[src/mycpu_pkg.sv]
`default_nettype none

package mycpu_pkg;

    typedef logic [31:0] word_t;
    typedef logic [4:0]  reg_id_t;
    typedef logic [15:0] imm_t;
    typedef logic [3:0]  byte_en_t;
    typedef logic [7:0]  ram_addr_t;   // word address, byte address bits 9:2

    typedef enum logic [4:0] {
        addu, add, sub, and_op, or_op, xor_op, slt, sltu, sll, srl, sra, lui,
        lw, lb, lbu, sw, sh, sb,
        mult, div, divu, mfhi, mflo
    } op_t;

    typedef enum logic [3:0] {
        alu_add, alu_sub, alu_slt, alu_sltu, alu_and, alu_or, alu_xor,
        alu_sll, alu_srl, alu_sra, alu_lui, alu_pass
    } alu_op_t;

    typedef enum logic [1:0] {exc_none, exc_ov, exc_adel, exc_ades} exc_t;

    typedef struct packed {
        op_t     op;
        word_t   rs_value;
        word_t   rt_value;
        imm_t    imm;
        reg_id_t dest;
    } exe_req_t;

    typedef struct packed {
        op_t        op;
        reg_id_t    dest;
        word_t      result;
        exc_t       exc;
        logic [1:0] offset;    // byte within the word
        logic       is_load;   // a read was issued to the RAM
    } es_to_ms_t;

    localparam int div_cycles = 33;

endpackage

`default_nettype wire
[src/mem_stage.sv]
`default_nettype none

module mem_stage import mycpu_pkg::*; (
    input  logic      clk,
    input  logic      reset,
    input  logic      es_to_ms_valid,
    input  es_to_ms_t es_to_ms,
    output logic      ms_allowin,
    input  word_t     ram_rdata,
    input  logic      wb_allowin,
    output logic      out_valid,
    output reg_id_t   out_dest,
    output word_t     out_result,
    output exc_t      out_exc
);

    logic      ms_valid;
    logic      ms_first;   // rdata is on the bus this cycle
    logic      out_go;
    es_to_ms_t ms_r;
    word_t     rdata_q, load_word, ms_result;
    logic [7:0] ld_byte;

    assign out_go     = !out_valid || wb_allowin;
    assign ms_allowin = !ms_valid || out_go;

    always_ff @(posedge clk) begin
        if (reset) begin
            ms_valid <= 1'b0;
            ms_first <= 1'b0;
        end else begin
            if (ms_allowin) ms_valid <= es_to_ms_valid;
            ms_first <= es_to_ms_valid && ms_allowin;
        end
        if (es_to_ms_valid && ms_allowin) ms_r <= es_to_ms;
        if (ms_first) rdata_q <= ram_rdata;   // survives a stall
    end

    assign load_word = ms_first ? ram_rdata : rdata_q;
    assign ld_byte   = load_word[{ms_r.offset, 3'b000} +: 8];

    always_comb begin
        if (ms_r.exc != exc_none) begin
            ms_result = '0;
        end else if (!ms_r.is_load) begin
            ms_result = ms_r.result;
        end else begin
            case (ms_r.op)
                lb:      ms_result = {{24{ld_byte[7]}}, ld_byte};
                lbu:     ms_result = {24'b0, ld_byte};
                default: ms_result = load_word;
            endcase
        end
    end

    always_ff @(posedge clk) begin
        if (reset) begin
            out_valid <= 1'b0;
        end else if (out_go) begin
            out_valid <= ms_valid;
        end
        if (ms_valid && out_go) begin
            out_dest   <= ms_r.dest;
            out_result <= ms_result;
            out_exc    <= ms_r.exc;
        end
    end

    // upstream holds its instruction while stalled
    assert property (@(posedge clk) disable iff (reset)
        es_to_ms_valid && !ms_allowin |=> $stable(es_to_ms));

endmodule

`default_nettype wire

[config.mk]
export PLATFORM = sky130hd
export DESIGN_NAME = mem_stage
export DESIGN_NICKNAME = d
export VERILOG_FILES = /design/src/mycpu_pkg.sv /design/src/mem_stage.sv
export SDC_FILE = /design/constraint.sdc
export NUM_CORES = 1
export LEC_CHECK = 0
export ABC_AREA = 0
export ABC_CLOCK_PERIOD_IN_PS = 3050
export BUFFER_PORTS_ARGS = -buffer_cell sky130_fd_sc_hd__buf_4
export CAP_MARGIN = 10
export CORE_MARGIN = 2
export CORE_UTILIZATION = 47
export CTS_CLUSTER_SIZE = 30
export DETAILED_ROUTE_END_ITERATION = 10
export PLACE_DENSITY = 0.71
export SYNTH_ARGS = -nofsm -noshare
export SYNTH_HDL_FRONTEND = slang
export SYNTH_SLANG_ARGS = --single-unit
[constraint.sdc]
create_clock -name clk -period 3.05 [get_ports clk]
set_clock_uncertainty 0.05 [all_clocks]
set_input_delay 0.61 -clock clk [delete_from_list [all_inputs] [get_ports clk]]
set_output_delay 0.61 -clock clk [all_outputs]
set_load 0.03 [all_outputs]
# Word-level counts from Yosys, hierarchy flattened
# Index checks and enable logic that the tools add are counted.
# W data, S select, Z words.
# totals
latchBits	0
romBits	0
n_memories	0
register_bits	121
out_inout_bits	41
ram_bits	0
# classes
bitwise	0
order_cmp	0
n_div	0
reduce_logical	7
n_addsub	0
eq_ne	2
n_shift	1
mux	3
multipliers	0
# ops
cell	n
$mux W32	2
$pmux W32 S2	1
$shiftx A32 B6 Y8	1
$eq A5 B4 Y1 const B	2
$logic_and A1 B1 Y1	2
$logic_not A1 Y1	2
$logic_or A1 B1 Y1	2
$reduce_bool A2 Y1	1

# Longest topological paths before layout
# logic_depth
word_depth	4
mapped_depth	7
ltp_nobuf	4

# Worst setup path before layout
# No wires, ideal clock.
# synth_timing
path_kind	input port to flip-flop
startpoint	input port wb_allowin
endpoint	register out_dest[0], enable pin
cell_stages	2
slack_ns	0.124
n_path_buf	0
t_required_ns	2.560
t_arrival_ns	2.436
path_cell_list	nor2b_1 nor2b_1
# synth_between
elab_chain_len	2
# synth_rtl
element	line	rtl
start, declared	mem_stage.sv:10	input logic wb_allowin,
$logic_or A1 B1 Y1	mem_stage.sv:24	assign out_go = !out_valid || wb_allowin;
$logic_and A1 B1 Y1	mem_stage.sv:62	if (ms_valid && out_go) begin
end signal, assigned	mem_stage.sv:63	out_dest <= ms_r.dest;
end, declared	mem_stage.sv:12	output reg_id_t out_dest,
# No other way between the ends.
# A chain may end at the register's enable or synchronous reset.

# Worst setup path in the final report
# layout_timing
startpoint	register out_valid
endpoint	output port ms_allowin
# layout_between
elab_chain_len	3
# layout_rtl
element	line	rtl
start, declared	mem_stage.sv:11	output logic out_valid,
start signal, assigned	mem_stage.sv:60	out_valid <= ms_valid;
$logic_not A1 Y1	mem_stage.sv:24	
$logic_or A1 B1 Y1	mem_stage.sv:24	
$logic_or A1 B1 Y1	mem_stage.sv:25	assign ms_allowin = !ms_valid || out_go;
end, declared	mem_stage.sv:8	output logic ms_allowin,
# No other way between the ends.

==> results by group <==
Run status
  – Status: finished, final reports clean

Final layout
  – Final net count: 524
  – Final instance area: 6250 µm²
  – Layout cell share with drive strength beyond 1: a little over two fifths
  – Antenna cell count: 0
  – Area Growth Syn to Fin: 34.3%
  – Non-filler instance count after layout: 587
  – Final core occ: between 60% and 70%

Clock network
  – CTS sink cnt: 121
  – CTS Buf Count: 17
  – Skew-Pair Late Insertion Delay: approximately 0.51 ns
  – Post-CTS resize count: 0
  – Clock transition at path regs: 0.06 ns
  – Postcts setup bufs: 0
  – Root buffer cell: clkbuf_8
  – CTS tree: yes
  – H-tree Lvls: 4
  – Hold buffer count at CTS: 0
  – Clock Path Buffers: 2

Detailed routing
  – DRT iter0 DRCs: 124
  – Vias per cell: 5.08
  – DRT Pass-1 Iters: 4
  – DRT antenna net count: 0
  – DR WL/cell: around 17 µm
  – WL final: 10000 µm
  – Via count: 2983
  – Drt drc: 0

STA
  – Slew Viols, Final: 0
  – RSZ-0062 raised after global routing: no
  – Slew headroom: 24.9%
  – Setup TNS: 0 ns
  – Post-route setup slack: 0.858 ns
  – Final Hold Viols: 0
  – WHS: about 0.22 ns
  – Tcrit/Tclk final: 71.9%
  – Fin crit period: 2.19 ns
  – Final setup fails: 0
  – Tightest Pin Transition: 1.13 ns
  – Fmax: 456 MHz

Logic synthesis
  – Synth Register Bits: 121
  – Cells after Synth: 314
  – Post-synth ARST share: 0%
  – Syn_area_per_cell: 14.8 µm²
  – Top FF cell, synth: edfxtp_1
  – Number of library cell types mapped by synthesis: 32
  – Seq/Total Area, Yosys: 70.5%
  – Syn_nets: 397
  – Synthesized area: 4660 µm²
  – Yosys warns: 0
  – Post-synth EDFFs: 86

Place
  – Pre-CTS setup slack: 0.793 ns
  – Post-DP HPWL: 6780 µm
  – PortBufs: 123
  – DP Cell Count: approximately 560
  – Placer Congestion: slightly above 0.8
  – Placed inst area: 5660 µm²

Pwr
  – VDD IR max: approximately 0.47 mV
  – Final Total Pwr: between 4 and 5 mW
  – Lkg Pwr: 2.50 nW
  – Cell area power density: 705 nW/µm²

Flow run
  – Max Cap Viol: 0

Worst hold path
  – Hold crit path type: input port to register

Critical path
  – Crit. End Element: output pin
  – Setup Crit Path Kind: register to output pin
  – Cells along the critical path: nor2b_1 > nand2_1 > buf_4
  – Crit path max fanout: 4
  – Crit path DAT: roughly 1.5 ns
  – CP startpoint kind: register
  – CP required: 2.39 ns
  – WP buf/inv: 1
  – Crit path max-delay family: simple AND/OR/NAND/NOR gates
  – Slowest cell on the critical path: nor2b_1
  – Worst path max stage delay: 0.36 ns

Die
  – DIE AREA: 10700 µm²
  – Number of cell rows: 36
  – CORE AREA: 9680 µm²
  – Die height: 104 µm
  – Num ports: 124
  – Die width: 104 µm
  – Starting Density: 48.1%

Global routing
  – First-pass GRT wire length: 15600 µm
  – GRT Util Overall: 19.3%
  – GR Layer Usage met1: 23.4%
  – Largest net degree at the start of global routing: 49
  – Initial antenna violation count: 0
  – Grt met2 use: 31.9%
  – M3 GR Usage: 6.99%
  – Top Usage Layer GRT: met2
  – Vias in the first global route: 3054
  – GRT Residual Overflow: 0
[placed cells by master (no fill, tap or decap), types with 7 or more instances in the layout]
cell type / netlist / routed
o221ai_1: 7 / 7
mux2_2: 23 / 23
nand2_1: 28 / 28
buf_4: 0 / 127
a221oi_1: 7 / 7
nand2b_1: 7 / 7
dfxtp_1: 35 / 34
clkbuf_16: 0 / 16
inv_1: 7 / 7
o21ai_0: 32 / 32
a31oi_1: 20 / 20
edfxtp_1: 86 / 86
mux2i_1: 10 / 10
[cell type report]
class	instances	area [µm²]
multi-input cells	167	1220
flip-flops and latches	121	3280
inverters	7	26.3
repair buffers	127	953
clock buffers	19	422
fillers	734	3430
clock inverters	13	178
well taps	133	166
[registers in the layout, indices dropped and copies added (netlist names)]
name        flops
ms_first        1
out_result     32
rdata_q        32
out_dest        5
ms_r           47
out_valid       1
out_exc         2
ms_valid        1
[Yosys cell counts, types with 6 or more instances]
cell | count | share of area, %
edfxtp_1 | 86 | 55
dfxtp_1 | 35 | 15
o21ai_0 | 32 | 3.4
nand2_1 | 28 | 2.3
mux2_2 | 23 | 5.6
a31oi_1 | 20 | 2.7
clkbuf_1 | 12 | 0.97
mux2i_1 | 10 | 2.2
a221oi_1 | 7 | 1.3
inv_1 | 7 | 0.56
nand2b_1 | 7 | 0.94
o221ai_1 | 7 | 1.3
buf_6 | 6 | 1.5
nor2b_1 | 6 | 0.81
[logic make-up after synthesis]
| family | count (synthesis) | synth area share, % |
|---|---|---|
| flip-flops | 121 | 70.5 |
| AO/OA/AOI/OAI | 75 | 11.2 |
| AND/OR/NAND/NOR | 55 | 6.05 |
| multiplexers | 36 | 8.68 |
| buffers and inverters | 26 | 3.41 |
| XOR/XNOR | 1 | 0.188 |
[final timing paths]
path	slack [ns]	to	startpoint	depth (start not counted)
setup / recovery	0.86	ms_allowin	out_valid	3
hold / removal	0.22	ms_r[23]	es_to_ms[23]	1
setup reg to reg	0.94	out_result[26]	ms_first	4
hold reg to reg	0.37	out_dest[2]	ms_r[39]	0
[power breakdown]
group | total [mW] | switching [mW] | internal, mW
Sequential | 1.96 | 0.0507 | 1.91
Combinational | 0.451 | 0.243 | 0.207
Clock | 2.00 | 0.686 | 1.32
[metal layers]
layer	vias to the layer above	part of all wire [%]
met2	122	51
met1	1398	41
met4	0	2.1
met5	-	0
li1	1446	-
met3	17	6.5
Note: power is estimated with default switching activity, not from simulation.
