File: src/mycpu_pkg.sv
`default_nettype none

package mycpu_pkg;

    typedef logic [31:0] word_t;
    typedef logic [4:0]  reg_id_t;
    typedef logic [15:0] imm_t;
    typedef logic [3:0]  byte_en_t;
    typedef logic [7:0]  ram_addr_t;   // word address, byte address bits 9:2

    typedef enum logic [4:0] {
        addu, add, sub, and_op, or_op, xor_op, slt, sltu, sll, srl, sra, lui,
        lw, lb, lbu, sw, sh, sb,
        mult, div, divu, mfhi, mflo
    } op_t;

    typedef enum logic [3:0] {
        alu_add, alu_sub, alu_slt, alu_sltu, alu_and, alu_or, alu_xor,
        alu_sll, alu_srl, alu_sra, alu_lui, alu_pass
    } alu_op_t;

    typedef enum logic [1:0] {exc_none, exc_ov, exc_adel, exc_ades} exc_t;

    typedef struct packed {
        op_t     op;
        word_t   rs_value;
        word_t   rt_value;
        imm_t    imm;
        reg_id_t dest;
    } exe_req_t;

    typedef struct packed {
        op_t        op;
        reg_id_t    dest;
        word_t      result;
        exc_t       exc;
        logic [1:0] offset;    // byte within the word
        logic       is_load;   // a read was issued to the RAM
    } es_to_ms_t;

    localparam int div_cycles = 33;

endpackage

`default_nettype wire
File: src/data_ram.sv
`default_nettype none

interface ram_if import mycpu_pkg::*; ();
    logic      en;
    byte_en_t  wen;
    ram_addr_t addr;
    word_t     wdata;
    word_t     rdata;   // one cycle after en

    modport master (output en, wen, addr, wdata, input rdata);
    modport slave  (input en, wen, addr, wdata, output rdata);
endinterface


`default_nettype wire

File: src/ram_arbiter.sv
`default_nettype none

module ram_arbiter import mycpu_pkg::*; (
    input  logic      clk,
    input  logic      reset,
    ram_if.slave      cpu,
    input  logic      host_req,
    input  logic      host_we,
    input  ram_addr_t host_addr,
    input  word_t     host_wdata,
    output logic      host_gnt,
    output word_t     host_rdata,
    ram_if.master     ram
);

    logic host_rd_q;   // last cycle was a host read

    assign host_gnt = host_req && !cpu.en;   // cpu always wins

    assign ram.en    = cpu.en || host_gnt;
    assign ram.wen   = cpu.en ? cpu.wen : {4{host_gnt && host_we}};
    assign ram.addr  = cpu.en ? cpu.addr : host_addr;
    assign ram.wdata = cpu.en ? cpu.wdata : host_wdata;

    assign cpu.rdata  = ram.rdata;
    assign host_rdata = host_rd_q ? ram.rdata : '0;

    always_ff @(posedge clk) begin
        if (reset) begin
            host_rd_q <= 1'b0;
        end else begin
            host_rd_q <= host_gnt && !host_we;
        end
    end

    assert property (@(posedge clk) disable iff (reset) !(host_gnt && cpu.en));

endmodule

`default_nettype wire

File: src/flat_wrapper.sv
// flat-port wrapper written by rule: the top's interface ports become plain ports
module ram_arbiter_flat import mycpu_pkg::*;
  (clk, reset, host_req, host_we, host_addr, host_wdata, host_gnt, host_rdata, cpu_en, cpu_wen, cpu_addr, cpu_wdata, cpu_rdata, ram_en, ram_wen, ram_addr, ram_wdata, ram_rdata);
  ram_if cpu_i ();
  ram_if ram_i ();
  input  logic clk;
  input  logic reset;
  input  logic host_req;
  input  logic host_we;
  input  ram_addr_t host_addr;
  input  word_t host_wdata;
  output logic host_gnt;
  output word_t host_rdata;
  input wire logic [$bits(cpu_i.en)-1:0] cpu_en;
  input wire logic [$bits(cpu_i.wen)-1:0] cpu_wen;
  input wire logic [$bits(cpu_i.addr)-1:0] cpu_addr;
  input wire logic [$bits(cpu_i.wdata)-1:0] cpu_wdata;
  output wire logic [$bits(cpu_i.rdata)-1:0] cpu_rdata;
  output wire logic [$bits(ram_i.en)-1:0] ram_en;
  output wire logic [$bits(ram_i.wen)-1:0] ram_wen;
  output wire logic [$bits(ram_i.addr)-1:0] ram_addr;
  output wire logic [$bits(ram_i.wdata)-1:0] ram_wdata;
  input wire logic [$bits(ram_i.rdata)-1:0] ram_rdata;
  assign cpu_i.en = cpu_en;
  assign cpu_i.wen = cpu_wen;
  assign cpu_i.addr = cpu_addr;
  assign cpu_i.wdata = cpu_wdata;
  assign cpu_rdata = cpu_i.rdata;
  assign ram_en = ram_i.en;
  assign ram_wen = ram_i.wen;
  assign ram_addr = ram_i.addr;
  assign ram_wdata = ram_i.wdata;
  assign ram_i.rdata = ram_rdata;
  ram_arbiter u_core (.clk(clk), .reset(reset), .cpu(cpu_i), .host_req(host_req), .host_we(host_we), .host_addr(host_addr), .host_wdata(host_wdata), .host_gnt(host_gnt), .host_rdata(host_rdata), .ram(ram_i));
endmodule
File: config.mk
export PLATFORM = sky130hd
export DESIGN_NAME = ram_arbiter_flat
export DESIGN_NICKNAME = d
export VERILOG_FILES = /design/src/mycpu_pkg.sv /design/src/data_ram.sv /design/src/ram_arbiter.sv /design/src/flat_wrapper.sv
export SDC_FILE = /design/constraint.sdc
export NUM_CORES = 1
export LEC_CHECK = 0
export ABC_AREA = 1
export BUFFER_PORTS_ARGS = -buffer_cell sky130_fd_sc_hd__buf_2
export CORE_AREA = 2 2 90 92
export CTS_CLUSTER_SIZE = 8
export DETAILED_ROUTE_END_ITERATION = 7
export DIE_AREA = 0 0 92 94
export GPL_TIMING_DRIVEN = 0
export PLACE_DENSITY_LB_ADDON = 0.25
export SYNTH_ARGS = -nofsm -noshare
export SYNTH_HDL_FRONTEND = slang
export SYNTH_SLANG_ARGS = --single-unit
File: constraint.sdc
create_clock -name clk -period 1.25 [get_ports clk]
set_clock_uncertainty 0.2 [all_clocks]
set_input_delay 0.0625 -clock clk [delete_from_list [all_inputs] [get_ports clk]]
set_output_delay 0.0625 -clock clk [all_outputs]
set_load 0.01 [all_outputs]
-- Word-level counts from Yosys, hierarchy flattened
Index checks and enable logic that the tools add are counted.
- bits in registers: 1
- bits in latches: 0
- bits in writable memories: 0
- ROM bits: 0
- output and inout port bits: 110
- logic and storage cells: 11
- memories: 0
- add/sub/neg operators: 0
- $mul: 0
- div/mod/pow operators: 0
- $lt $le $gt $ge: 0
- equality and inequality tests: 0
- shifts and indexed selects: 0
- muxes and demuxes: 4
- bitwise logic cells: 0
- reduce and logical (&&, ||, !) cells: 6
- operator list (kind ; number):
    $mux 32 ; 2
    $mux 8 ; 1
    $mux 4 ; 1
    $logic_and 1x1->1 ; 3
    $logic_not 1->1 ; 2
    $logic_or 1x1->1 ; 1

-- Depth between registers and ports, before layout
Gate-level depths: netlist of run 1.
- depth after elaboration: 4
- gate-level depth with buffers: 5
- gate-level depth less buffers: 3

-- Worst setup path before layout of run 1
No wires, ideal clock.
- kind: register -> output
- start point: reg u_core.host_rd_q
- end point: out host_rdata[10]
- data arrival time: 0.667 ns
- slack: 0.321 ns
- stages on the path, launching flop included: 4
- buffers on the path: 1
- path through: dfxtp_1 buf_2 nand2_1 inv_1
- word-level cells in the longest chain between the ends: 1
- RTL lines (element ; line ; RTL):
    from (decl) ; ram_arbiter.sv:16 ; logic host_rd_q;
    from (signal assigned) ; ram_arbiter.sv:32 ; host_rd_q <= host_gnt && !host_we;
    $mux 32 ; ram_arbiter.sv:26 ; assign host_rdata = host_rd_q ? ram.rdata : '0;
    to (decl) ; flat_wrapper.sv:13 ; output word_t host_rdata;
No other way between the ends.

-- Final worst setup path of run 1
- start point: reg u_core.host_rd_q
- end point: out host_rdata[4]
Same word-level chain as after synthesis.

==> metrics.md, run 1 <==
| Metric | Value |
|---|---|
| Run status | completed |
| Synth Area in Adders | 0% |
| GP Congestion | 0.673 |
| First-pass GRT wire length | 7610 um |
| Synth Instances | 246 |
| Synth top area share | 49.2% |
| Gate power share | 95.7% |
| Crit path launch type | flop |
| Yosys cell types | 12 |
| Final Max Slew Viols | 0 |
| Max reg flops | 1 |
| Die Ht | 94 um |
| Hold-fix buffers, CTS | 0 |
| Power Dens Cells | 328 nW/um^2 |
| Post-detail-place hpwl | 4790 um |
| Endpoints failing hold | 0 |
| Crit Path Category | reg -> out |
| Routed vias/inst | 3.63 |
| Ports | 231 |
| Peak supply drop | 0.0997 mV |
| Filler Cell Count | 868 |
| Nets | 598 |
| Top cells by area, synth | nand2_1 (49%), buf_4 (23%), inv_1 (11%), nand2_2 (5.4%), buf_6 (2.9%) |
| Worst setup path start | u_core.host_rd_q |
| Die X-Extent | 92 um |
| DIE AREA | 8650 um^2 |
| Critical Path Sink Type | output pin |
| Most flops, register | u_core.host_rd_q |
| Post-layout util | 32.0% |
| Leak Pwr | 1.95 nW |
| Post-DRT Antenna Nets | 0 |
| Mux contribution to synthesized area | 0% |
| # rows | 32 |
| Synth Cell Area | 1160 um^2 |
| Avg Inst Size Synth | 4.71 um^2 |
| HP Class | in -> reg |
| Leading cell type in the layout, fill and taps excluded | buf_2 |
| CTS resizes | 0 |
| Clock power frac | 0% |
| GRT Util Overall | 10.4% |
| Crit path DAT | 0.84 ns |
| Largest family of logic cells by synthesized area | simple AND/OR/NAND/NOR gates |
| WP data required | 0.99 ns |
| Regs by FF count | u_core.host_rd_q: 1 flops |
| Final period utilization | 88.0% |
| Synthesized-area fraction occupied by and/or/nand/nor cells | 55.9% |
| Commonest non-fill, non-tap cells in the layout | buf_2 (232), nand2_1 (152), buf_4 (36) |
| Area Overhead vs Synth | 110% |
| Initial DRC count | 32 |
| Clock transition at path regs | 0 ns |
| Sw frac | 45.7% |
| Starting Density | 15.2% |
| Pin count of the biggest net entering global routing | 11 |
| Synth Area in Compound Gates | 0% |
| NetSw | 0.366 mW |
| Register area share after synthesis | 1.73% |
| DRC | 0 |
| Antenna violations before repair | 1 |
| Final setup viols | 0 |
| DR pass1 iterations | 4 |
| Synth Register Bits | 1 |
| Share of layout cells above drive strength 1 | 60.0% |
| Syn. warnings | 0 |
| GR Overflow Total | 0 |
| Cell internal pwr | 0.434 mW |
| Setup TNS Final | 0 ns |
| Total power | 0.800 mW |
| Largest area contributor in the netlist | nand2_1 |
| Routed WL | 5290 um |
| Vias | 2096 |
| Worst Path Max Fanout | 10 |
| Worst setup path endpoint | host_rdata[4] |
| Part of the power in registers | 4.3% |
| Syn Nets | 367 |
| RSZ-0062 raised after global routing | false |
| Core area | 7610 um^2 |
| Postcts setup bufs | 0 |
| Slew Limit Headroom | 88.0% |
| Max Cap Viol | 0 |
| Fin crit period | 1.10 ns |
| Fmax | 0.909 GHz |
| Post-synthesis xor/xnor area fraction | 0% |
| Vias in the first global route | 1688 |
| DR WL/cell | 9.16 um |
| PortBufs | 229 |
| Slew @ Worst Pin | 0.179 ns |
## synthesized netlist by cell type, drive strengths merged
library cell	number
buf	44
dfxtp	1
inv	36
nand2	162
nand3	1
nor2	1
or2	1
## metal layers
| layer | share of wire [%] | wire (um) | up-vias | global-route usage, % |
|---|---|---|---|---|
| met5 | 0 | 0 | - | 0 |
| met1 | 34 | 1780 | 837 | 10.4 |
| li1 | - | - | 1122 | - |
| met2 | 54 | 2880 | 137 | 22.5 |
| met4 | 0 | 0 | 0 | 0 |
| met3 | 12 | 638 | 0 | 2.65 |
## worst max-delay path, stage by stage, from the launching register on
cell and delay (ns):
dfxtp_1 0.35, buf_2 0.23, nand2_1 0.07, inv_1 0.05
buf_2 0.13
## layout make-up
type,instances,area [um^2],area share (%)
Sequential cell,1,20.0,0.822
Tap cell,102,128,5.24
Multi-Input combinational cell,165,648,26.6
Antenna cell,1,2.50,0.103
Buffer,44,349,14.3
Timing Repair Buffer,229,1150,47.0
Inverter,36,143,5.86
## power groups by stage
stage          Sequential (mW)  Combinational [mW]    Clock, mW
2_1_floorplan           0.0341               0.371            0
3_3_place_gp            0.0343               0.772            0
3_5_place_dp            0.0344               0.776            0
4_1_cts                 0.0344               0.779            0
5_1_grt                 0.0346               0.853            0
6_report                0.0343               0.766  0.000000107
## cells by family after synthesis
kind of cell           after synthesis
and+or+nand+nor                    165
buffers and inverters               80
DFF                                  1
## worst min-delay path by stage
stage | startpoint | end | slack [ns] | cells past startpoint
6_report | reset | u_core.host_rd_q | 0.12 | 4
5_1_grt | reset | u_core.host_rd_q | 0.15 | 4
4_1_cts | reset | u_core.host_rd_q | 0.13 | 4
3_5_place_dp | reset | u_core.host_rd_q | 0.13 | 4
3_3_place_gp | reset | u_core.host_rd_q | 0.13 | 4
2_1_floorplan | host_we | u_core.host_rd_q | -0.0009 | 3
## stage by stage
stage | instances | worst slack [ns] | area [um^2] | hold WS, ns
2_1_floorplan | 246 | 0.321 | 1160 | -0.000854
3_3_place_gp | 577 | 0.128 | 2430 | 0.126
3_5_place_dp | 577 | 0.128 | 2430 | 0.130
4_1_cts | 577 | 0.128 | 2430 | 0.130
5_1_grt | 577 | 0.0329 | 2430 | 0.146
6_report | 578 | 0.149 | 2440 | 0.124
(Power assumes the default switching activity.)
==> inputs of run 2 (changes only) <==
--- a/config.mk
+++ b/config.mk
@@ -12,7 +12,7 @@
 export DETAILED_ROUTE_END_ITERATION = 7
 export DIE_AREA = 0 0 92 94
 export GPL_TIMING_DRIVEN = 0
-export PLACE_DENSITY_LB_ADDON = 0.25
+export PLACE_DENSITY = 0.54
 export SYNTH_ARGS = -nofsm -noshare
 export SYNTH_HDL_FRONTEND = slang
 export SYNTH_SLANG_ARGS = --single-unit
==> run 2 against run 1 <==
Net effect:
- power barely moved
- sequential power barely moved
- flip-flop and latch count did not move
- sequential share of layout area barely moved
- hold slack got worse by 0.0030 ns
- via count barely moved
- cell area fell by 0.10%
- combinational power barely moved
- global-route usage rose by 0.38 points
- first-iteration DRC count fell by 53%
- highest routed layer unchanged
==> metrics.md, run 2 (synthesized netlist as in run 1, its figures left out) <==
| Metric | Value |
|---|---|
| Run status | completed |
| Slowest stage delay, CP | 0.36 ns |
| Pin count of the biggest net entering global routing | 11 |
| Leak Pwr | 1.95 nW |
| Final Max Slew Viols | 0 |
| Fin crit period | 1.11 ns |
| Buf+Inv Stages, Crit Path | 3 |
| Core area | 7610 um^2 |
| Hold-fix buffers, CTS | 0 |
| Clock transition at path regs | 0 ns |
| N_diodes | 0 |
| DRC | 0 |
| Nets | 598 |
| Share of layout cells above drive strength 1 | 60.0% |
| Power Dens Cells | 329 nW/um^2 |
| Slew @ Worst Pin | 0.180 ns |
| Regs by FF count | u_core.host_rd_q: 1 flops |
| Worst Path Max Fanout | 10 |
| GRT Util Overall | 10.8% |
| GP Congestion | 0.676 |
| Fmax | 0.905 GHz |
| RSZ-0062 raised after global routing | false |
| Routed vias/inst | 3.63 |
| Most frequent CP cell | buf_2 |
| Setup TNS Final | 0 ns |
| # rows | 32 |
| PortBufs | 229 |
| Area Overhead vs Synth | 110% |
| Max reg flops | 1 |
| HP Class | in -> reg |
| Crit path DAT | 0.84 ns |
| Critical Path Sink Type | output pin |
| Vias | 2094 |
| Endpoints failing hold | 0 |
| Register Area | 20.0 um^2 |
| Slowest cell on crit path | dfxtp_1 |
| Post-Layout Inst Area | 2430 um^2 |
| Die X-Extent | 92 um |
| Commonest non-fill, non-tap cells in the layout | buf_2 (232), nand2_1 (152), buf_4 (36) |
| Routed WL | 5210 um |
| Final setup viols | 0 |
| DP Area | 2430 um^2 |
| Most flops, register | u_core.host_rd_q |
| Final period utilization | 88.4% |
| Leading cell type in the layout, fill and taps excluded | buf_2 |
| GR Overflow Total | 0 |
| Postcts setup bufs | 0 |
| Area occupied by multi-input gates | 648 um^2 |
| DR pass1 iterations | 4 |
| Worst path cell trace | buf_2 -> nand2_1 -> inv_1 -> buf_2 |
| DR WL/cell | 9.03 um |
| Crit path launch type | flop |
| Die Ht | 94 um |
| Post-DRT Antenna Nets | 0 |
| Starting Density | 15.2% |
| Max Cap Viol | 0 |
| First-pass GRT wire length | 8080 um |
| CTS resizes | 0 |
| Antenna violations before repair | 0 |
| WP data required | 0.99 ns |
| Ports | 231 |
| Vias in the first global route | 1925 |
| Post-detail-place hpwl | 4810 um |
| DIE AREA | 8650 um^2 |
| Slew Limit Headroom | 88.0% |
| Filler Cell Count | 864 |
| Crit path max-delay family | buffers and inverters |
| Initial DRC count | 15 |
| Peak supply drop | 0.123 mV |
| Crit Path Category | reg -> out |
run 2: where the power goes:
part           leakage [nW]  internal (mW)  total, mW  switching, mW
sequential          0.00814         0.0335     0.0344       0.000931
combinational          1.94          0.401      0.766          0.365
clock                     0              0          0              0
run 2: path summary, 6_finish.rpt:
check / startpoint / to / cells past startpoint
max: u_core.host_rd_q / host_rdata[18] / 4
min: reset / u_core.host_rd_q / 4
run 2: metal layers:
layer  track usage (%)  up-vias  wire [um]
li1                  -     1119          -
met1              11.3      839       1890
met2              23.2      136       2720
met3              1.69        0        596
met4             0.373        0          0
met5                 0        -          0
run 2: cell type report:
cell class | instances | share of cell area [%]
Timing Repair Buffer | 229 | 47.1
Multi-Input combinational cell | 165 | 26.6
Buffer | 44 | 14.3
Sequential cell | 1 | 0.823
Inverter | 36 | 5.86
Tap cell | 102 | 5.24
run 2: stage by stage:
step	util [%]	total power [mW]	hold slack, ns	setup WS, ns	instances
final	32.0	0.800	0.121	0.145	577
after CTS	32.0	0.813	0.136	0.125	577
after floorplan	-	0.406	-0.000854	0.321	246
after detailed placement	32.0	0.810	0.136	0.129	577
after global routing	32.0	0.890	0.177	0.0290	577
after global placement	32.0	0.806	0.130	0.126	577
==> inputs of run 3 (changes only) <==
--- a/config.mk
+++ b/config.mk
@@ -6,8 +6,9 @@
 export NUM_CORES = 1
 export LEC_CHECK = 0
 export ABC_AREA = 1
-export BUFFER_PORTS_ARGS = -buffer_cell sky130_fd_sc_hd__buf_2
+export BUFFER_PORTS_ARGS = -buffer_cell sky130_fd_sc_hd__buf_4
 export CORE_AREA = 2 2 90 92
+export CTS_BUF_LIST = sky130_fd_sc_hd__clkbuf_4 sky130_fd_sc_hd__clkbuf_8 sky130_fd_sc_hd__clkbuf_16
 export CTS_CLUSTER_SIZE = 8
 export DETAILED_ROUTE_END_ITERATION = 7
 export DIE_AREA = 0 0 92 94
==> run 3 against run 2 <==
Net effect:
- via count up 2.0%
- sequential power about the same
- hold slack worse by 0.018 ns
- critical path depth unchanged
- worst setup slack better by 0.00098 ns
- flip-flop and latch count unchanged
- cell area up 24%
- cell count unchanged
- fmax about the same
- global-route usage up 1.2 points
- largest power group unchanged
==> metrics.md, run 3 (synthesized netlist as in run 1, its figures left out) <==
| Metric | Value |
|---|---|
| Run status | completed |
| Most flops, register | u_core.host_rd_q |
| DIE AREA | 8650 um^2 |
| DR pass1 iterations | 4 |
| Hold-fix buffers, CTS | 0 |
| Initial DRC count | 16 |
| Post-DRT Antenna Nets | 0 |
| Gate power share | 96.6% |
| Final period utilization | 88.3% |
| Vias | 2135 |
| Post-detail-place hpwl | 5340 um |
| Commonest non-fill, non-tap cells in the layout | buf_4 (265), nand2_1 (152), inv_1 (35) |
| Routed vias/inst | 3.70 |
| GRT Util Overall | 12.0% |
| DRC | 0 |
| Final setup viols | 0 |
| Crit Path Category | reg -> out |
| Power Dens Cells | 337 nW/um^2 |
| GR Overflow Total | 0 |
| Fin Hold WS | 0.103 ns |
| Max Cap Viol | 0 |
| Crit path launch type | flop |
| Die Ht | 94 um |
| Postcts setup bufs | 0 |
| Ports | 231 |
| PortBufs | 229 |
| HP Class | in -> reg |
| Setup TNS Final | 0 ns |
| Die X-Extent | 92 um |
| Core area | 7610 um^2 |
| WP data required | 0.99 ns |
| Min-Delay Startpoint | reset |
| First-pass GRT wire length | 8790 um |
| CTS resizes | 0 |
| Clock power frac | 0% |
| Worst setup path start | u_core.host_rd_q |
| Fin crit period | 1.10 ns |
| NetSw | 0.381 mW |
| DR WL/cell | 10.2 um |
| Regs by FF count | u_core.host_rd_q: 1 flops |
| Nets | 598 |
| Total power | 1.01 mW |
| PnR worst setup slack | 0.146 ns |
| Part of the power in registers | 3.4% |
| RSZ-0062 raised after global routing | false |
| N_diodes | 0 |
| Share of layout cells above drive strength 1 | 60.0% |
| Pre-CTS setup slack | 0.137 ns |
| Slew Limit Headroom | 87.4% |
| Slew @ Worst Pin | 0.189 ns |
| Vias in the first global route | 1945 |
| Area Overhead vs Synth | 159% |
| # rows | 32 |
| Antenna violations before repair | 0 |
| Endpoints failing hold | 0 |
| Sw frac | 37.6% |
| Starting Density | 15.2% |
| Fmax | 0.906 GHz |
| Final Max Slew Viols | 0 |
| Filler Cell Count | 858 |
| Leading cell type in the layout, fill and taps excluded | buf_4 |
| Cell internal pwr | 0.633 mW |
| Clock transition at path regs | 0 ns |
| Max reg flops | 1 |
| Leak Pwr | 2.11 nW |
| Critical Path Sink Type | output pin |
| Routed WL | 5860 um |
| Worst Path Max Fanout | 10 |
| Pin count of the biggest net entering global routing | 11 |
| Register Area | 20.0 um^2 |
| Peak supply drop | 0.136 mV |
| GP Congestion | 0.784 |
| Area occupied by multi-input gates | 648 um^2 |
| Crit path DAT | 0.84 ns |
## run 3: layer usage
layer	part of all wire, %	global-route usage (%)	vias up
li1	-	-	1120
met3	14	4.09	0
met5	0	0	-
met2	54	25.3	134
met4	0	0	0
met1	32	11.9	881
## run 3: area by class of cell
type | instances | area share [%]
repair buffers | 229 | 57.2
multi-input cells | 165 | 21.6
plain buffers | 44 | 11.6
inverters | 36 | 4.74
well taps | 102 | 4.24
flip-flops and latches | 1 | 0.666
## run 3: through the flow
step,utilization (%),cells,instance area (um^2)
CTS,39.5,577,3010
detailed placement,39.5,577,3010
finish,39.5,577,3010
floorplan,-,246,1160
global placement,39.5,577,3010
global route,39.5,577,3010
## run 3: worst paths after layout
| kind | to | slack (ns) | cells past startpoint |
|---|---|---|---|
| max | host_rdata[13] | 0.15 | 4 |
| min | u_core.host_rd_q | 0.10 | 4 |
## run 3: worst max-delay path: stages, from the launching register on
cell and delay [ns]:
dfxtp_1 0.36, buf_2 0.24, nand2_1 0.07, inv_1 0.05, buf_4 0.11
## run 3: power by group through the flow
stage / Clock, mW / Sequential [mW] / Combinational (mW)
floorplan: 0 / 0.0341 / 0.371
global placement: 0 / 0.0344 / 0.985
detailed placement: 0 / 0.0344 / 0.990
CTS: 0 / 0.0344 / 0.992
global route: 0 / 0.0345 / 1.07
finish: 0 / 0.0344 / 0.979
