--- src/mycpu_pkg.sv ---
`default_nettype none

package mycpu_pkg;

    typedef logic [31:0] word_t;
    typedef logic [4:0]  reg_id_t;
    typedef logic [15:0] imm_t;
    typedef logic [3:0]  byte_en_t;
    typedef logic [7:0]  ram_addr_t;   // word address, byte address bits 9:2

    typedef enum logic [4:0] {
        addu, add, sub, and_op, or_op, xor_op, slt, sltu, sll, srl, sra, lui,
        lw, lb, lbu, sw, sh, sb,
        mult, div, divu, mfhi, mflo
    } op_t;

    typedef enum logic [3:0] {
        alu_add, alu_sub, alu_slt, alu_sltu, alu_and, alu_or, alu_xor,
        alu_sll, alu_srl, alu_sra, alu_lui, alu_pass
    } alu_op_t;

    typedef enum logic [1:0] {exc_none, exc_ov, exc_adel, exc_ades} exc_t;

    typedef struct packed {
        op_t     op;
        word_t   rs_value;
        word_t   rt_value;
        imm_t    imm;
        reg_id_t dest;
    } exe_req_t;

    typedef struct packed {
        op_t        op;
        reg_id_t    dest;
        word_t      result;
        exc_t       exc;
        logic [1:0] offset;    // byte within the word
        logic       is_load;   // a read was issued to the RAM
    } es_to_ms_t;

    localparam int div_cycles = 33;

endpackage

`default_nettype wire
--- src/data_ram.sv ---
`default_nettype none

interface ram_if import mycpu_pkg::*; ();
    logic      en;
    byte_en_t  wen;
    ram_addr_t addr;
    word_t     wdata;
    word_t     rdata;   // one cycle after en

    modport master (output en, wen, addr, wdata, input rdata);
    modport slave  (input en, wen, addr, wdata, output rdata);
endinterface


`default_nettype wire

--- src/exe_stage.sv ---
`default_nettype none

module exe_stage import mycpu_pkg::*; (
    input  logic      clk,
    input  logic      reset,
    input  logic      flush,
    input  logic      in_valid,
    output logic      in_allowin,
    input  exe_req_t  req,
    input  logic      ms_allowin,
    output logic      es_to_ms_valid,
    output es_to_ms_t es_to_ms,
    ram_if.master     ram
);

    typedef enum logic [1:0] {div_idle, div_run, div_fin} div_state_t;

    logic        es_valid;
    exe_req_t    es_r;
    div_state_t  div_state;
    logic        is_div, is_load, is_store;
    logic        es_ready_go, es_fire, mem_go;
    logic        div_start, div_done;
    logic        alu_ov, ades, adel, ov;
    alu_op_t     alu_op;
    word_t       src1, src2, alu_result;
    word_t       hi, lo, quotient, remainder, st_wdata;
    byte_en_t    st_wen;
    exc_t        exc;
    logic [63:0] product;

    assign is_div   = es_r.op inside {div, divu};
    assign is_load  = es_r.op inside {lw, lb, lbu};
    assign is_store = es_r.op inside {sw, sh, sb};

    assign es_ready_go    = !is_div || div_done || (div_state == div_fin);
    assign in_allowin     = !flush && (!es_valid || (es_ready_go && ms_allowin));
    assign es_to_ms_valid = es_valid && es_ready_go && !flush;
    assign es_fire        = es_to_ms_valid && ms_allowin;

    always_ff @(posedge clk) begin
        if (reset) begin
            es_valid <= 1'b0;
        end else if (flush) begin
            es_valid <= 1'b0;
        end else if (in_allowin) begin
            es_valid <= in_valid;
        end
        if (in_valid && in_allowin) begin
            es_r <= req;
        end
    end

    assign div_start = es_valid && is_div && (div_state == div_idle) && !flush;

    always_ff @(posedge clk) begin
        if (reset || flush || es_fire) begin
            div_state <= div_idle;
        end else if (div_start) begin
            div_state <= div_run;
        end else if (div_done) begin
            div_state <= div_fin;   // hold until mem stage takes it
        end
    end

    always_comb begin
        case (es_r.op)
            sll, srl, sra: src1 = {27'b0, es_r.imm[10:6]};
            mfhi:          src1 = hi;
            mflo:          src1 = lo;
            default:       src1 = es_r.rs_value;
        endcase
        case (es_r.op)
            addu, add, sub, slt, sltu, lw, lb, lbu, sw, sh, sb:
                src2 = {{16{es_r.imm[15]}}, es_r.imm};
            and_op, or_op, xor_op, lui:
                src2 = {16'b0, es_r.imm};
            default:
                src2 = es_r.rt_value;
        endcase
        case (es_r.op)
            addu, add, lw, lb, lbu, sw, sh, sb: alu_op = alu_add;
            sub:     alu_op = alu_sub;
            slt:     alu_op = alu_slt;
            sltu:    alu_op = alu_sltu;
            and_op:  alu_op = alu_and;
            or_op:   alu_op = alu_or;
            xor_op:  alu_op = alu_xor;
            sll:     alu_op = alu_sll;
            srl:     alu_op = alu_srl;
            sra:     alu_op = alu_sra;
            lui:     alu_op = alu_lui;
            default: alu_op = alu_pass;  // hi/lo moves, mult/div pass rs
        endcase
    end

    alu u_alu (
        .alu_op (alu_op),
        .src1   (src1),
        .src2   (src2),
        .result (alu_result),
        .ov     (alu_ov)
    );

    divider u_divider (
        .clk       (clk),
        .reset     (reset),
        .flush     (flush),
        .start     (div_start),
        .is_signed (es_r.op == div),
        .dividend  (es_r.rs_value),
        .divisor   (es_r.rt_value),
        .quotient  (quotient),
        .remainder (remainder),
        .done      (div_done)
    );

    store_align u_store_align (
        .op       (es_r.op),
        .addr_lo  (alu_result[1:0]),
        .rt_value (es_r.rt_value),
        .wen      (st_wen),
        .wdata    (st_wdata),
        .ades     (ades)
    );

    assign product = $signed(es_r.rs_value) * $signed(es_r.rt_value);

    always_ff @(posedge clk) begin
        if (es_fire && es_r.op == mult) begin
            hi <= product[63:32];
            lo <= product[31:0];
        end else if (div_done && !flush) begin
            hi <= remainder;
            lo <= quotient;
        end
    end

    assign ov   = (es_r.op == add || es_r.op == sub) && alu_ov;
    assign adel = (es_r.op == lw) && (alu_result[1:0] != 2'b00);
    assign exc  = ov ? exc_ov : adel ? exc_adel : ades ? exc_ades : exc_none;

    // access only on the cycle the instruction moves on
    assign mem_go    = es_fire && (is_load || is_store) && (exc == exc_none);
    assign ram.en    = mem_go;
    assign ram.wen   = st_wen & {4{mem_go}};
    assign ram.addr  = alu_result[9:2];
    assign ram.wdata = st_wdata;

    assign es_to_ms = '{op: es_r.op, dest: es_r.dest, result: alu_result, exc: exc,
                        offset: alu_result[1:0], is_load: is_load && (exc == exc_none)};

    assert property (@(posedge clk) disable iff (reset) !es_valid |-> ram.wen == '0);

endmodule

`default_nettype wire

--- src/store_align.sv ---
`default_nettype none

module store_align import mycpu_pkg::*; (
    input  op_t        op,
    input  logic [1:0] addr_lo,
    input  word_t      rt_value,
    output byte_en_t   wen,
    output word_t      wdata,
    output logic       ades
);

    byte_en_t wen_raw;

    always_comb begin
        wdata   = rt_value;
        wen_raw = '0;
        ades    = 1'b0;
        case (op)
            sb: begin
                wdata   = {4{rt_value[7:0]}};
                wen_raw = 4'b0001 << addr_lo;
            end
            sh: begin
                wdata   = {2{rt_value[15:0]}};
                wen_raw = addr_lo[1] ? 4'b1100 : 4'b0011;
                ades    = addr_lo[0];
            end
            sw: begin
                wen_raw = 4'b1111;
                ades    = addr_lo != 2'b00;
            end
            default: ;
        endcase
    end

    assign wen = ades ? '0 : wen_raw;

endmodule

`default_nettype wire

--- src/divider.sv ---
`default_nettype none

module divider import mycpu_pkg::*; (
    input  logic  clk,
    input  logic  reset,
    input  logic  flush,
    input  logic  start,
    input  logic  is_signed,
    input  word_t dividend,
    input  word_t divisor,
    output word_t quotient,
    output word_t remainder,
    output logic  done
);

    logic        busy;
    logic [5:0]  cnt;
    logic        last;
    logic        q_neg;
    logic        r_neg;
    word_t       rem_q;
    word_t       quo_q;   // dividend shifts out, quotient shifts in
    word_t       dsr_q;
    logic [32:0] shifted;
    logic [33:0] trial;

    assign last    = cnt == 6'(div_cycles - 1);
    assign shifted = {rem_q, quo_q[31]};
    assign trial   = {1'b0, shifted} - {2'b00, dsr_q};

    always_ff @(posedge clk) begin
        if (reset) begin
            busy <= 1'b0;
            done <= 1'b0;
        end else if (flush) begin
            busy <= 1'b0;
            done <= 1'b0;
        end else begin
            done <= busy && last;
            if (start) begin
                busy <= 1'b1;
                cnt  <= '0;
            end else if (busy) begin
                busy <= !last;
                cnt  <= cnt + 6'd1;
            end
        end
    end

    always_ff @(posedge clk) begin
        if (start) begin
            rem_q <= '0;
            quo_q <= (is_signed && dividend[31]) ? -dividend : dividend;
            dsr_q <= (is_signed && divisor[31]) ? -divisor : divisor;
            q_neg <= is_signed && (dividend[31] ^ divisor[31]) && (divisor != '0);
            r_neg <= is_signed && dividend[31];
        end else if (busy && !last) begin
            if (!trial[33]) begin  // restore skipped
                rem_q <= trial[31:0];
                quo_q <= {quo_q[30:0], 1'b1};
            end else begin
                rem_q <= shifted[31:0];
                quo_q <= {quo_q[30:0], 1'b0};
            end
        end
        if (busy && last) begin
            quotient  <= q_neg ? -quo_q : quo_q;
            remainder <= r_neg ? -rem_q : rem_q;
        end
    end

    assert property (@(posedge clk) disable iff (reset) busy |-> !start);

endmodule

`default_nettype wire

--- src/alu.sv ---
`default_nettype none

module alu import mycpu_pkg::*; (
    input  alu_op_t alu_op,
    input  word_t   src1,
    input  word_t   src2,
    output word_t   result,
    output logic    ov
);

    word_t sum;
    word_t diff;

    assign sum  = src1 + src2;
    assign diff = src1 - src2;

    always_comb begin
        case (alu_op)
            alu_add:  result = sum;
            alu_sub:  result = diff;
            alu_slt:  result = {31'b0, $signed(src1) < $signed(src2)};
            alu_sltu: result = {31'b0, src1 < src2};
            alu_and:  result = src1 & src2;
            alu_or:   result = src1 | src2;
            alu_xor:  result = src1 ^ src2;
            alu_sll:  result = src2 << src1[4:0];
            alu_srl:  result = src2 >> src1[4:0];
            alu_sra:  result = $signed(src2) >>> src1[4:0];
            alu_lui:  result = {src2[15:0], 16'b0};
            default:  result = src1;   // pass, used for mfhi/mflo
        endcase
    end

    // signed overflow, operands alike in sign but result differs
    always_comb begin
        case (alu_op)
            alu_add: ov = (src1[31] == src2[31]) && (sum[31] != src1[31]);
            alu_sub: ov = (src1[31] != src2[31]) && (diff[31] != src1[31]);
            default: ov = 1'b0;
        endcase
    end

endmodule

`default_nettype wire

--- src/flat_wrapper.sv ---
// flat-port wrapper written by rule: the top's interface ports become plain ports
module exe_stage_flat import mycpu_pkg::*;
  (clk, reset, flush, in_valid, in_allowin, req, ms_allowin, es_to_ms_valid, es_to_ms, ram_en, ram_wen, ram_addr, ram_wdata, ram_rdata);
  ram_if ram_i ();
  input  logic clk;
  input  logic reset;
  input  logic flush;
  input  logic in_valid;
  output logic in_allowin;
  input  exe_req_t req;
  input  logic ms_allowin;
  output logic es_to_ms_valid;
  output es_to_ms_t es_to_ms;
  output wire logic [$bits(ram_i.en)-1:0] ram_en;
  output wire logic [$bits(ram_i.wen)-1:0] ram_wen;
  output wire logic [$bits(ram_i.addr)-1:0] ram_addr;
  output wire logic [$bits(ram_i.wdata)-1:0] ram_wdata;
  input wire logic [$bits(ram_i.rdata)-1:0] ram_rdata;
  assign ram_en = ram_i.en;
  assign ram_wen = ram_i.wen;
  assign ram_addr = ram_i.addr;
  assign ram_wdata = ram_i.wdata;
  assign ram_i.rdata = ram_rdata;
  exe_stage u_core (.clk(clk), .reset(reset), .flush(flush), .in_valid(in_valid), .in_allowin(in_allowin), .req(req), .ms_allowin(ms_allowin), .es_to_ms_valid(es_to_ms_valid), .es_to_ms(es_to_ms), .ram(ram_i));
endmodule
--- config.mk ---
export PLATFORM = sky130hd
export DESIGN_NAME = exe_stage_flat
export DESIGN_NICKNAME = d
export VERILOG_FILES = /design/src/mycpu_pkg.sv /design/src/data_ram.sv /design/src/exe_stage.sv /design/src/store_align.sv /design/src/divider.sv /design/src/alu.sv /design/src/flat_wrapper.sv
export SDC_FILE = /design/constraint.sdc
export NUM_CORES = 2
export LEC_CHECK = 0
export BUFFER_PORTS_ARGS = -buffer_cell sky130_fd_sc_hd__buf_2
export CAP_MARGIN = 25
export CORE_AREA = 2 2 357 359
export CTS_CLUSTER_SIZE = 28
export DETAILED_ROUTE_END_ITERATION = 10
export DIE_AREA = 0 0 359 361
export PLACE_DENSITY = 0.75
export SYNTH_ARGS = -nofsm -noshare
export SYNTH_HDL_FRONTEND = slang
export SYNTH_SLANG_ARGS = --single-unit
--- constraint.sdc ---
create_clock -name clk -period 15.3 [get_ports clk]
set_input_delay 3.06 -clock clk [delete_from_list [all_inputs] [get_ports clk]]
set_output_delay 3.06 -clock clk [all_outputs]
set_load 0.05 [all_outputs]
# ---- Word-level counts from Yosys, hierarchy flattened
# Memories as Yosys holds them, arrays and structs flattened. A register that Yosys moved wholly into a read port is not among the register bits.
# Cells that the tools add are included.
dict set report word_totals {
  latch_bits 0
  wordCells 165
  input_bits 127
  regBits 327
  memories 1
  mem_bits_rw 0
  mem_bits_ro 128
  out_inout_bits 94
}
dict set report op_classes {
  bitwise 7
  multipliers 1
  n_div 0
  n_eq_ne 38
  n_reduce_logical 54
  magnitude_cmp 2
  n_shift 4
  mux 30
  addsub 8
}
# name depth width read_ports rd_ports_with_merged_regs wr line_no
set mem_list {}
lappend mem_list {{(name not given)} 32 4 1 1 0 exe_stage.sv:81} ;# case (es_r.op)
# op count
set ops {}
lappend ops {{$mux W32} 11}
lappend ops {{$pmux W32 S11} 1}
lappend ops {{$neg A32 Y32} 4}
lappend ops {{$pmux W32 S2} 2}
lappend ops {{$pmux W32 S3} 1}
lappend ops {{$lt A32 B32 Y1} 2}
lappend ops {{$mul A32 B32 Y64} 1}
lappend ops {{$eq A5 B4 Y1 const B} 8}
lappend ops {{$eq A5 B5 Y1 const B} 7}
lappend ops {{$sub A33 B32 Y34} 1}
lappend ops {{$add A32 B32 Y32} 1}
lappend ops {{$and A32 B32 Y32} 1}
lappend ops {{$or A32 B32 Y32} 1}
lappend ops {{$reduce_bool A32 Y1} 1}
lappend ops {{$shl A32 B5 Y32} 1}
lappend ops {{$shr A32 B5 Y32} 1}
lappend ops {{$sshr A32 B5 Y32} 1}
lappend ops {{$sub A32 B32 Y32} 1}
lappend ops {{$xor A32 B32 Y32} 1}
lappend ops {{$logic_and A1 B1 Y1} 24}
lappend ops {{$eq A5 B3 Y1 const B} 4}
lappend ops {{$eq A4 B3 Y1 const B} 4}
lappend ops {{$eq A4 B4 Y1 const B} 3}
lappend ops {{$pmux W4 S3} 1}
lappend ops {{other kinds (31)} 61}

# ---- Logic depth before layout (Yosys ltp)
dict set report depth {
  word_depth 13
  ltp_mapped 30
  mapped_depth_nobuf 28
}

# ---- By module
# A second synthesis with hierarchy kept.
dict set report hier_totals {
  cells_unflattened 6908
  hier_area_um2 63424.6
}
# mod n_inst seq_area_each_um2 cells_each area_each_um2
set modules_own_cells {}
lappend modules_own_cells {exe_stage 1 4764.6 4417 43259.0}
lappend modules_own_cells {divider 1 4764.6 1017 10218.6}
lappend modules_own_cells {alu 1 0.0 1385 9360.2}
lappend modules_own_cells {store_align 1 0.0 89 586.8}

# ---- Worst setup path after synthesis
# No wires, ideal clock.
dict set report synth_timing {
  path_type {reg-to-output}
  start {register u_core.es_r (netlist bit u_core.es_to_ms[43])}
  end {output es_to_ms[3] (netlist name)}
  stages_incl_launch_ff 25
  path_buffers 8
  t_required_ns 12.240
  t_arrival_ns 6.050
  slack_ns 6.190
  cell_sequence {edfxtp_1 > buf_6 > or2_1 > buf_2 > nor2_1 > buf_2 > a22o_1 > and2_1 > buf_2 > buf_2 > buf_2 > buf_1 > ha_1 > clkbuf_1 > o21ai_0 > o21bai_1 > a21oi_1 > o21ai_1 > a211oi_1 > a21oi_1 > a211o_1 > o311a_1 > o22ai_1 > a211oi_1 > o32ai_1}
}
# item line_no
set synth_rtl {}
lappend synth_rtl {{start, declared} exe_stage.sv:19} ;# exe_req_t es_r;
lappend synth_rtl {{start signal, assigned} exe_stage.sv:50} ;# es_r <= req;
lappend synth_rtl {{end, declared} flat_wrapper.sv:13} ;# output es_to_ms_t es_to_ms;

==> summary.log <==
INFO  status         run_status=complete, no violations
INFO  critical_path  timing.critical_path.max_delay_family=compound AO/OA/AOI/OAI gates
INFO  synth          warning_count_from_the_yosys_run=0
INFO  synth          synth.ff_latch_count=331
INFO  timing         final.period_utilization=0.713
INFO  critical_path  crit_path_cell_chain=nand2_1, a21oi_4, buf_4, mux2i_1, inv_1, ha_1, fa_1, a211oi_1, o21ai_0, a2111oi_0, o31a_1, o31ai_1, a31oi_1, o21a_1, o31ai_1, mux2i_1, nand2_1, a32oi_1, buf_2
INFO  route          remaining_drc_errors=0
INFO  clocking       tritoncts.num_buffers=40
INFO  synth          post-synth-top-area-fraction=0.347
INFO  critical_path  timing.setup.critical_path_class=flop to output port
INFO  finish         area.growth.synth_to_final=5.81%
INFO  synth          number_of_enable_type_register_cells_in_the_synthesized_netlist=290
INFO  critical_path  worst-endpoint-arrival=7.85ns
INFO  critical_path  path_buf_inv=3
INFO  timing         fmaxAchievable=91.7MHz
INFO  die            top_level_ports=221
INFO  die            dieArea=130000µm²
INFO  route          vias_per_cell=6.00
INFO  timing         worst_slack=4.39ns
INFO  place          placed_area=64900µm²
INFO  timing         worst_pin_slew=1.35ns
INFO  synth          synthDistinctLibCells=100
INFO  clocking       cts-hold-fix-buffers=0
INFO  finish         multi_input_area=47000µm²
INFO  die            core_area=125000µm²
INFO  grt            global_route.usage.total=0.313
INFO  clocking       ctsResizeCount=0
INFO  timing         setup_tns=0ns
INFO  critical_path  worstSetupStartpointType=flop
INFO  synth          synth_nets=8445
INFO  clocking       insertion_delay=0.64ns
INFO  finish         layout.filler_cells=11200
INFO  synth          async_flop_share=0
INFO  finish         sequential_cell_area=9530µm²
INFO  critical_path  critical_path.max_stage_delay=0.81ns
INFO  timing         grt_setup_unrepaired=no
INFO  route          routedWlPerCell=23.9µm
INFO  timing         layout_min_cycle_time=10.91ns
INFO  grt            global_route.overflow_total=0
INFO  finish         fin_nets=8345
INFO  timing         slew-limit-headroom=0.0988
INFO  die            floorplan.rows=130
INFO  finish         final_layout_size_suffix_gt1_frac=0.0734
INFO  clocking       cts_buffer_depth=3
INFO  timing         hold_violations=0
INFO  clocking       htreeDepth=2
INFO  clocking       clkSlewWorstSetupHoldPaths=0.07ns
INFO  synth          synthCells=6909
INFO  critical_path  timing.critical_path.slowest_stage_cell=sky130_fd_sc_hd__edfxtp_1
INFO  clocking       tritoncts=yes
INFO  route          post_route_ant_nets=0
INFO  clocking       post_cts_buffers=0
INFO  grt            pin_count_of_the_biggest_net_entering_global_routing=76
INFO  worst_hold_path worstHoldPathType=flop to flop
INFO  route          detailedRoute.firstIterationViolations=5020
INFO  place          dpl.hpwl=153000µm
INFO  clocking       cts.sinks=331
INFO  synth          syn-mean-instance-area=9.07µm²
INFO  finish         postLayoutCellArea=66300µm²
INFO  timing         finalMaxSlewViolations=0
INFO  grt            antenna_violations_before_repair=5
INFO  critical_path  worst_setup_path_end_kind=output port
INFO  route          routed_wirelength=203000µm
INFO  die            initial_utilization=0.499
INFO  synth          synth-seq-area-share=0.152
INFO  grt            first_pass_grt_wire_length=311000µm
INFO  grt            grt_pass1_vias=52100
INFO  place          io_buf_count=188
INFO  critical_path  critPathMaxFanout=33
INFO  route          drtPass1Iterations=10
INFO  synth          synthTopCellsByCount=1119 x sky130_fd_sc_hd__inv_1, 1085 x sky130_fd_sc_hd__fa_1, 856 x sky130_fd_sc_hd__nand2_1
INFO  die            vertical_die_dimension=361µm
INFO  place          rd_place_congestion=1.02
INFO  critical_path  critical_path_required=12.24ns
INFO  synth          synth.most_common_cell=sky130_fd_sc_hd__inv_1
INFO  clocking       clock-root-buffer=sky130_fd_sc_hd__clkbuf_16
INFO  synth          synthFlopType=sky130_fd_sc_hd__edfxtp_1
INFO  place          placement.setup.worst_slack=5.23ns
INFO  synth          yosysTopAreaCell=sky130_fd_sc_hd__fa_1
INFO  die            die-width=359µm
INFO  synth          synth_area=62600µm²
INFO  run            max_cap_viol_count=0
INFO  route          routed-via-count=51000
INFO  timing         finClkSkew=0.0701ns
INFO  timing         setup_viol=0
INFO  synth          synthTopCellsByArea=sky130_fd_sc_hd__fa_1 35%, sky130_fd_sc_hd__edfxtp_1 14%, sky130_fd_sc_hd__inv_1 6.7%
==> kinds of logic (layout without fill, tap and decap cells) <==
group                    count (synthesis)  after routing  share of synthesized area
buffers and inverters                 1602           1533                     0.0995
flip-flops                             331            331                      0.152
XOR/XNOR                               222            222                     0.0310
other                                    0              6                          0
AO/OA/AOI/OAI                         1132           1132                      0.120
multiplexers                           187            187                     0.0316
AND/OR/NAND/NOR                       2026           2026                      0.155
adder cells (fa/ha/maj)               1409           1409                      0.411
==> area by class of cell <==
class | count | area share
flip-flops and latches | 331 | 0.144
multi-input cells | 4976 | 0.709
repair buffers | 328 | 0.0306
inverters | 1132 | 0.0642
diodes | 6 | 0.000227
well taps | 1650 | 0.0311
clock inverters | 27 | 0.00515
clock buffers | 46 | 0.0156
==> worst min-delay path: cells and delay by family (launching register included) <==
kind            cells  cell delay (ns)
flops               1             0.32
simple gates        1             0.04
compound gates      1             0.05
==> per-stage QoR <==
stage                     hold WS, ns  utilization  instances
after floorplan                 0.463            -       6909
after global placement          0.497        0.517       8413
after detailed placement        0.507        0.517       8415
after CTS                       0.520        0.528       8488
after global routing            0.545        0.528       8490
final                           0.524        0.528       8496
==> flip-flops by register name (all words and copies together) (netlist names), 4 cells and up <==
signal                      count
u_core.es_r                    80
u_core.u_divider.dsr_q         32
u_core.u_divider.cnt            6
u_core.alu_op                   4
u_core.u_divider.quo_q         32
u_core.u_divider.rem_q         32
u_core.u_divider.remainder     32
u_core.es_to_ms                10
u_core.u_divider.quotient      32
u_core.lo                      32
u_core.hi                      32
==> cells in the final DEF (no fill, tap or decap), types with 17 or more instances in the layout <==
master                      Yosys  routed
sky130_fd_sc_hd__mux2_2        31      31
sky130_fd_sc_hd__buf_2         22     188
sky130_fd_sc_hd__nor2b_1       23      23
sky130_fd_sc_hd__a21o_1        81      81
sky130_fd_sc_hd__nand2_1      856     856
sky130_fd_sc_hd__a221oi_1      21      21
sky130_fd_sc_hd__a222oi_1      18      18
sky130_fd_sc_hd__and2_1       519     518
sky130_fd_sc_hd__o21ai_0      280     278
sky130_fd_sc_hd__nor4_1        23      22
sky130_fd_sc_hd__a21oi_1      270     269
sky130_fd_sc_hd__a31oi_1       37      37
sky130_fd_sc_hd__xnor2_1      161     161
sky130_fd_sc_hd__or3_1         22      22
sky130_fd_sc_hd__ha_1         324     324
sky130_fd_sc_hd__fa_1        1085    1085
sky130_fd_sc_hd__xor2_1        61      61
sky130_fd_sc_hd__nor2_1       314     310
sky130_fd_sc_hd__o21bai_1      29      29
sky130_fd_sc_hd__inv_1       1119    1116
sky130_fd_sc_hd__mux2i_1      150     148
sky130_fd_sc_hd__o21a_1        28      28
sky130_fd_sc_hd__o211ai_1      32      32
sky130_fd_sc_hd__dfxtp_1       41      41
sky130_fd_sc_hd__edfxtp_1     290     290
sky130_fd_sc_hd__nor3_1        65      62
sky130_fd_sc_hd__buf_4         37     137
sky130_fd_sc_hd__nand3_1       55      54
sky130_fd_sc_hd__clkbuf_16      0      40
sky130_fd_sc_hd__and3_1        29      29
sky130_fd_sc_hd__o22ai_1       24      24
sky130_fd_sc_hd__o221ai_1      17      17
sky130_fd_sc_hd__a211oi_1      51      51
sky130_fd_sc_hd__o31ai_1       44      43
sky130_fd_sc_hd__a22oi_1       25      25
sky130_fd_sc_hd__nand2b_1      44      44
==> routing by layer <==
metal / routed length (µm) / GRT usage / up-vias
met1: 79400 / 0.420 / 25800
li1: - / - / 21900
met4: 10800 / 0.146 / 4
met2: 91000 / 0.492 / 2777
met5: 26 / 0 / -
met3: 22000 / 0.0604 / 527
==> worst paths after layout <==
path,end,startpoint,slack (ns),cells after the start
worst max register to register,u_core.hi[23]$_DFFE_PP_,u_core.es_r[29]$_DFFE_PP_,5.39,30
worst max-delay path,es_to_ms[31],u_core.es_to_ms[43]$_DFFE_PP_,4.39,19
worst min-delay path,u_core.hi[26]$_DFFE_PP_,u_core.u_divider.remainder[26]$_DFFE_PP_,0.52,2
worst min register to register,u_core.hi[26]$_DFFE_PP_,u_core.u_divider.remainder[26]$_DFFE_PP_,0.52,2
Power is left out: the tool's default activity adds up to more than one toggle a clock period on the data nets, which glitch-free logic cannot reach.
